<file path="src/hdl/lc3b_types.sv">
package lc3b_types;

    // ~~~~~~~~~~~~~~~~~~~~~~~~~~~~~~~~~~~~~~~~~~~~~~~~~~~~~~~~~~~~
    // Cache geometry
    // ~~~~~~~~~~~~~~~~~~~~~~~~~~~~~~~~~~~~~~~~~~~~~~~~~~~~~~~~~~~~

    localparam int offset_bits = 4;                  // 16-byte lines.
    localparam int index_bits  = 3;
    localparam int num_sets    = 1 << index_bits;    // 8 sets per way.
    localparam int tag_bits    = 16 - index_bits - offset_bits;

    // ~~~~~~~~~~~~~~~~~~~~~~~~~~~~~~~~~~~~~~~~~~~~~~~~~~~~~~~~~~~~
    // Shared types
    // ~~~~~~~~~~~~~~~~~~~~~~~~~~~~~~~~~~~~~~~~~~~~~~~~~~~~~~~~~~~~

    // CPU address and data word.
    typedef logic [15:0] lc3b_word;

    // Line-aligned address on the memory side.
    typedef logic [15:0] lc3b_pmem_addr;

    typedef logic [tag_bits-1:0] lc3b_cache_tag;

    typedef logic [index_bits-1:0] lc3b_set_index;

    // Eight words, word 0 in the low bits.
    typedef logic [127:0] lc3b_line;

endpackage : lc3b_types

</file>
<file path="src/hdl/cache_ctrl_if.sv">
`timescale 1ns/100ps

interface cache_ctrl_if import lc3b_types::*; ();

    // Controller to datapath.
    logic          load_way_one;   // Write way one this cycle.
    logic          load_way_two;   // Write way two this cycle.
    logic          store_word;     // CPU word, not memory line.
    logic          load_lru;

    // Datapath to controller.
    logic          hit;
    logic          hit_way_two;
    logic          lru;            // Set means way two is the victim.
    logic          victim_dirty;
    lc3b_cache_tag victim_tag;

    modport ctrl (
        output load_way_one, load_way_two, store_word, load_lru,
        input  hit, hit_way_two, lru, victim_dirty, victim_tag
    );

    modport dpath (
        input  load_way_one, load_way_two, store_word, load_lru,
        output hit, hit_way_two, lru, victim_dirty, victim_tag
    );

endinterface : cache_ctrl_if

</file>
<file path="src/hdl/cache_control.sv">
`timescale 1ns/100ps

module cache_control import lc3b_types::*; (
    input  logic          clk,
    input  logic          rst_n,

    input  logic          mem_read,
    input  logic          mem_write,
    input  lc3b_word      mem_address,
    output logic          mem_resp,

    output logic          pmem_read,
    output logic          pmem_write,
    output lc3b_pmem_addr pmem_address,
    input  logic          pmem_resp,

    cache_ctrl_if.ctrl    ctl
);

    typedef enum logic [1:0] {
        hit_s,
        write_back_s,
        fetch_s,
        fill_s
    } control_state_t;

    control_state_t state;
    control_state_t next_state;

    logic          request;
    lc3b_pmem_addr fetch_addr;
    lc3b_pmem_addr victim_addr;

    assign request = mem_read | mem_write;

    assign fetch_addr  = {mem_address[15:offset_bits], {offset_bits{1'b0}}};
    assign victim_addr = {ctl.victim_tag, mem_address[offset_bits +: index_bits],
                          {offset_bits{1'b0}}};

    // ~~~~~~~~~~~~~~~~~~~~~~~~~~~~~~~~~~~~~~~~~~~~~~~~~~~~~~~~~~~~
    // Next state
    // ~~~~~~~~~~~~~~~~~~~~~~~~~~~~~~~~~~~~~~~~~~~~~~~~~~~~~~~~~~~~

    always_comb begin
        next_state = state;
        case (state)
            hit_s: begin
                if (request && !ctl.hit) begin
                    next_state = ctl.victim_dirty ? write_back_s : fetch_s;
                end
            end
            write_back_s: begin
                if (pmem_resp) begin
                    next_state = fetch_s;
                end
            end
            fetch_s: begin
                if (pmem_resp) begin
                    next_state = fill_s;
                end
            end
            fill_s:  next_state = hit_s;      // Request hits next cycle.
            default: next_state = hit_s;
        endcase
    end

    // ~~~~~~~~~~~~~~~~~~~~~~~~~~~~~~~~~~~~~~~~~~~~~~~~~~~~~~~~~~~~
    // Outputs
    // ~~~~~~~~~~~~~~~~~~~~~~~~~~~~~~~~~~~~~~~~~~~~~~~~~~~~~~~~~~~~

    always_comb begin
        mem_resp         = 1'b0;
        pmem_read        = 1'b0;
        pmem_write       = 1'b0;
        pmem_address     = fetch_addr;
        ctl.load_way_one = 1'b0;
        ctl.load_way_two = 1'b0;
        ctl.store_word   = 1'b0;
        ctl.load_lru     = 1'b0;
        case (state)
            hit_s: begin
                if (request && ctl.hit) begin
                    mem_resp     = 1'b1;
                    ctl.load_lru = 1'b1;
                    if (mem_write) begin
                        ctl.store_word   = 1'b1;
                        ctl.load_way_one = ~ctl.hit_way_two;
                        ctl.load_way_two = ctl.hit_way_two;
                    end
                end
            end
            write_back_s: begin
                pmem_write   = 1'b1;
                pmem_address = victim_addr;
            end
            fetch_s: pmem_read = 1'b1;
            fill_s: begin
                ctl.load_way_one = ~ctl.lru;   // Replace the LRU way.
                ctl.load_way_two = ctl.lru;
            end
            default: ;
        endcase
    end

    always_ff @(posedge clk) begin
        if (!rst_n) begin
            state <= hit_s;
        end else begin
            state <= next_state;
        end
    end

endmodule : cache_control

</file>
<file path="src/hdl/cache_datapath.sv">
`timescale 1ns/100ps

module cache_datapath import lc3b_types::*; (
    input  logic       clk,
    input  logic       rst_n,

    input  lc3b_word   mem_address,
    input  lc3b_word   mem_wdata,
    output lc3b_word   mem_rdata,

    input  lc3b_line   pmem_rdata,
    output lc3b_line   pmem_wdata,

    cache_ctrl_if.dpath ctl
);

    // Way 0 is way one, way 1 is way two.
    lc3b_cache_tag tag_q  [2][num_sets];
    lc3b_line      data_q [2][num_sets];

    logic [1:0][num_sets-1:0] valid_q;
    logic [1:0][num_sets-1:0] dirty_q;
    logic [num_sets-1:0]      lru_q;

    lc3b_cache_tag           addr_tag;
    lc3b_set_index           idx;
    logic [offset_bits-2:0]  word_sel;      // Word within the line.
    logic [1:0]              way_hit;
    logic [1:0]              load_way;
    logic                    victim_way;
    lc3b_line                hit_line;
    lc3b_line                store_line;
    lc3b_line                line_in;

    // ~~~~~~~~~~~~~~~~~~~~~~~~~~~~~~~~~~~~~~~~~~~~~~~~~~~~~~~~~~~~
    // Address split and lookup
    // ~~~~~~~~~~~~~~~~~~~~~~~~~~~~~~~~~~~~~~~~~~~~~~~~~~~~~~~~~~~~

    assign addr_tag = mem_address[15 -: tag_bits];
    assign idx      = mem_address[offset_bits +: index_bits];
    assign word_sel = mem_address[offset_bits-1:1];

    always_comb begin
        for (int w = 0; w < 2; w++) begin
            way_hit[w] = valid_q[w][idx] && (tag_q[w][idx] == addr_tag);
        end
    end

    assign ctl.hit         = |way_hit;
    assign ctl.hit_way_two = way_hit[1];

    // LRU bit names the way to replace.
    assign victim_way       = lru_q[idx];
    assign ctl.lru          = victim_way;
    assign ctl.victim_dirty = dirty_q[victim_way][idx];
    assign ctl.victim_tag   = tag_q[victim_way][idx];

    assign hit_line   = data_q[way_hit[1]][idx];
    assign mem_rdata  = hit_line[{word_sel, 4'h0} +: 16];
    assign pmem_wdata = data_q[victim_way][idx];

    // ~~~~~~~~~~~~~~~~~~~~~~~~~~~~~~~~~~~~~~~~~~~~~~~~~~~~~~~~~~~~
    // Line write path
    // ~~~~~~~~~~~~~~~~~~~~~~~~~~~~~~~~~~~~~~~~~~~~~~~~~~~~~~~~~~~~

    assign load_way = {ctl.load_way_two, ctl.load_way_one};

    always_comb begin
        store_line = data_q[ctl.load_way_two][idx];
        store_line[{word_sel, 4'h0} +: 16] = mem_wdata;    // Merge CPU word.
        line_in = ctl.store_word ? store_line : pmem_rdata;
    end

    always_ff @(posedge clk) begin
        for (int w = 0; w < 2; w++) begin
            if (load_way[w]) begin
                data_q[w][idx] <= line_in;
                tag_q[w][idx]  <= addr_tag;
            end
        end
    end

    // Valid, dirty and LRU state.
    always_ff @(posedge clk) begin
        if (!rst_n) begin
            valid_q <= '0;
            dirty_q <= '0;
            lru_q   <= '0;
        end else begin
            for (int w = 0; w < 2; w++) begin
                if (load_way[w]) begin
                    valid_q[w][idx] <= 1'b1;
                    dirty_q[w][idx] <= ctl.store_word;    // Fill leaves it clean.
                end
            end
            if (ctl.load_lru) begin
                lru_q[idx] <= ~ctl.hit_way_two;           // Other way is now LRU.
            end
        end
    end

endmodule : cache_datapath

</file>
<file path="src/hdl/cache.sv">
`timescale 1ns/100ps

module cache import lc3b_types::*; (
    input  logic          clk,
    input  logic          rst_n,

    // CPU side.
    input  logic          mem_read,
    input  logic          mem_write,
    input  lc3b_word      mem_address,
    input  lc3b_word      mem_wdata,
    output lc3b_word      mem_rdata,
    output logic          mem_resp,

    // Physical memory side.
    output logic          pmem_read,
    output logic          pmem_write,
    output lc3b_pmem_addr pmem_address,
    output lc3b_line      pmem_wdata,
    input  lc3b_line      pmem_rdata,
    input  logic          pmem_resp
);

    cache_ctrl_if ctl_if ();

    cache_control control_i (
        .clk          (clk),
        .rst_n        (rst_n),
        .mem_read     (mem_read),
        .mem_write    (mem_write),
        .mem_address  (mem_address),
        .mem_resp     (mem_resp),
        .pmem_read    (pmem_read),
        .pmem_write   (pmem_write),
        .pmem_address (pmem_address),
        .pmem_resp    (pmem_resp),
        .ctl          (ctl_if.ctrl)
    );

    cache_datapath datapath_i (
        .clk          (clk),
        .rst_n        (rst_n),
        .mem_address  (mem_address),
        .mem_wdata    (mem_wdata),
        .mem_rdata    (mem_rdata),
        .pmem_rdata   (pmem_rdata),
        .pmem_wdata   (pmem_wdata),
        .ctl          (ctl_if.dpath)
    );

endmodule : cache

</file>
<file path="config.mk">
export PLATFORM = sky130hd
export DESIGN_NAME = cache
export DESIGN_NICKNAME = d
export VERILOG_FILES = /design/src/hdl/lc3b_types.sv /design/src/hdl/cache_ctrl_if.sv /design/src/hdl/cache_control.sv /design/src/hdl/cache_datapath.sv /design/src/hdl/cache.sv
export SDC_FILE = /design/constraint.sdc
export NUM_CORES = 2
export LEC_CHECK = 0
export BUFFER_PORTS_ARGS = -buffer_cell sky130_fd_sc_hd__buf_2
export CORE_MARGIN = 3
export CORE_UTILIZATION = 50
export DETAILED_ROUTE_END_ITERATION = 16
export GPL_ROUTABILITY_DRIVEN = 0
export HOLD_SLACK_MARGIN = 0.05
export PLACE_DENSITY_LB_ADDON = 0.1
export SLEW_MARGIN = 15
export SYNTH_ARGS = -nofsm -noshare
export SYNTH_HDL_FRONTEND = slang
export SYNTH_SLANG_ARGS = --single-unit
</file>
<file path="constraint.sdc">
create_clock -name clk -period 31.4 [get_ports clk]
set_input_delay 1.57 -clock clk [delete_from_list [all_inputs] [get_ports clk]]
set_output_delay 1.57 -clock clk [all_outputs]
set_load 0.03 [all_outputs]
</file>
==> run_results.csv <==
group,metric,value,unit
outcome,status,"completed",
worst_hold_path,whs_path_depth,1,
synthesis,synth_commonest_cells,"nand2_1 (2773), edfxtp_1 (2192), a21oi_1 (1189), mux2i_1 (672), mux4_2 (621)",
die,io_pins,328,
clock_network,clkTransAtPathRegs,0.06,ns
synthesis,ys.flop_type,"edfxtp_1",
timing,period_minus_slack,12.36,ns
synthesis,synth_edf_count,2192,
die,dieArea,0.247,mm²
die,die_x,497,µm
clock_network,cts_sinks,2234,
routing,first_iter_violations,16800,
clock_network,cts_root_buffer,"clkbuf_16",
global_route,overflow,0,
finish,nNetsFinal,10600,
synthesis,synthTopCellsByArea,"edfxtp_1 (55%), mux4_2 (12%), nand2_1 (8.6%)",
worst_setup_path,worst_setup_path_start_kind,"input pin",
finish,final_cells,13800,
place,dp_hpwl,278000,µm
global_route,antenna_found_initial,43,
clock_network,post-cts-setup-buffers,0,
global_route,grtUsageTotal,39.2,%
finish,syn_to_final_growth,10.5,%
synthesis,syn_area_per_cell,11.5,µm²
place,port_buffers,322,
routing,routed_wl,500000,µm
timing,skew,0.0338,ns
synthesis,async_flop_share,0,%
place,placedCellCount,13300,
clock_network,holdBufCountCts,0,
synthesis,ys_warn_count,0,
global_route,grt_max_degree,192,
timing,tightest_slew,1.33,ns
finish,drive_gt1_share,16.3,%
timing,fin_tns_setup,0,ns
synthesis,syn_area,0.120,mm²
routing,drc,0,
synthesis,synth_cell_types,79,
worst_setup_path,end_kind,"output port",
finish,num-fill-cells,20000,
timing,timing.fmax,0.0809,GHz
timing,period_share,39.4,%
routing,final_antenna_net_count,0,
worst_setup_path,crit_arrival,10.79,ns
power_and_ir_drop,p_leak,49.1,nW
timing,hold_viol,0,
global_route,grt_pass1_vias,92700,
clock_network,cts_buffer_depth,3,
clock_network,cts_resized,0,
global_route,grt_pass1_wl,694000,µm
timing,rsz0062_at_grt,"false",
clock_network,cts_made_buffers,239,
die,rows,179,
die,core_area,0.239,mm²
timing,drv_slew,0,
die,start_util,50.5,%
run,cap_violations,0,
synthesis,synth.most_common_cell,"nand2_1",
timing,setup_viol,0,
clock_network,tritoncts,"done",
synthesis,synth_cells,10500,
power_and_ir_drop,p_total,6.77,mW
worst_setup_path,worst-setup-path-type,"in -> out",
power_and_ir_drop,ir_drop,0.0567,mV
routing,avgRoutedWirePerCell,36.3,µm
synthesis,synth_top_area_share,54.6,%
worst_setup_path,crit_fanout,68,
routing,firstDrtPassIters,8,
worst_hold_path,hold_class,"reg -> reg",
clock_network,cts_max_level,4,
worst_setup_path,cp.required,29.83,ns
synthesis,synth-seq-area-share,55.3,%
timing,max-slew-margin-rel,11.4,%
synthesis,synth_area_leader_cell,"edfxtp_1",
worst_setup_path,r2r_cells,14,
die,die_h,497,µm
synthesis,ys_ff_latch,2234,
routing,vias,98800,
clock_network,insertion_delay,0.92,ns
power_and_ir_drop,power.density,50.9,mW/mm²
routing,routed_via_density,7.17,
==> where the power goes <==
group	switching (mW)	internal, mW
logic	0.479	0.157
registers	0.0115	3.30
clock network	1.22	1.60
total	1.71	5.06
==> per-stage QoR <==
stage | hold WS, ns | util [%] | area [µm²] | setup slack [ns]
floorplan | 0.431 | - | 121000 | 20.47
global placement | 0.442 | 52.2 | 125000 | 19.38
detailed placement | 0.447 | 52.2 | 125000 | 19.29
CTS | 0.459 | 55.5 | 132000 | 19.28
global route | 0.480 | 55.7 | 133000 | 18.85
finish | 0.464 | 55.8 | 133000 | 19.04
==> layout make-up <==
cell class / instances / area [µm²] / share of cell area (%)
multi-input cells: 7297 / 50600 / 38.0
clock buffers: 305 / 6370 / 4.79
inverters: 35 / 246 / 0.185
flip-flops and latches: 2234 / 66700 / 50.1
diodes: 31 / 77.6 / 0.0583
clock inverters: 144 / 1310 / 0.983
repair buffers: 571 / 3830 / 2.88
well taps: 3167 / 3960 / 2.98
==> sequential cells by signal, indices dropped and copies added, names as in the netlist <==
| signal | cells |
|---|---|
| datapath_i.tag_q | 144 |
| datapath_i.lru_q | 8 |
| datapath_i.valid_q | 16 |
| datapath_i.dirty_q | 16 |
| control_i.state | 2 |
| datapath_i.data_q | 2048 |
==> worst max-delay path, stage by stage <==
cell and delay [ns]:
buf_8 0.35, buf_4 0.62, buf_12 0.51, nand2_1 0.78, o22ai_1 0.49, o21ai_0 0.14, nand4_1 0.24, nor4_4 0.08
buf_4 0.30, nand2_8 0.68, buf_4 0.84, buf_4 0.70, buf_4 0.58, mux4_2 0.58, a22o_1 0.26, nor4b_2 0.84
or4_1 0.46, a22oi_1 0.29, buf_2 0.28
==> metal layers <==
layer / up-vias / wire length (µm) / track usage (%)
li1: 39700 / - / -
met1: 48800 / 175000 / 52.3
met2: 8683 / 210000 / 55.8
met3: 1668 / 79200 / 13.0
met4: 28 / 35600 / 23.9
met5: - / 283 / 0
==> cells by family (layout without fill, tap and decap cells) <==
kind of cell | count (synthesis) | after routing | synth area share (%)
mux | 1319 | 1319 | 17.4
xor+xnor | 14 | 14 | 0.102
fa+ha+maj | 7 | 7 | 0.0727
simple gates | 3823 | 3823 | 13.3
other cells | 1 | 35 | 0.00311
buf+inv | 928 | 1055 | 3.41
compound gates | 2130 | 2130 | 10.4
flops | 2234 | 2234 | 55.3
==> cells in the final DEF, fill, tap and decap left out, drive strengths merged, types with 10 or more instances in the layout <==
master	synthesis	routed
nand2	2774	2774
edfxtp	2192	2192
a21oi	1189	1189
mux2i	672	672
mux4	621	621
buf	345	571
clkbuf	548	305
nand3	293	293
nor2	280	280
nor4	270	270
o22ai	220	220
a31oi	162	162
o21ai	158	158
clkinv	1	109
nand4	105	105
a22oi	89	89
a22o	68	68
a32oi	60	60
inv	34	44
dfxtp	42	42
diode	0	31
a2111oi	31	31
a211oi	30	30
mux2	26	26
or4	23	23
bufinv	0	22
o21a	19	19
nor3	17	17
a211o	15	15
o221ai	13	13
a311oi	12	12
xnor2	11	11
and3	11	11
a221oi	10	10
o41ai	10	10
==> path summary, 6_finish.rpt <==
check,start,endpoint,slack (ns)
worst max-delay path,mem_address[5],mem_rdata[9],19.04
worst min-delay path,datapath_i.valid_q[2],datapath_i.valid_q[2],0.46
worst max register to register,datapath_i.tag_q[1][17],datapath_i.data_q[0][106],22.44
worst min register to register,datapath_i.valid_q[2],datapath_i.valid_q[2],0.46
(Power assumes the default switching activity.)
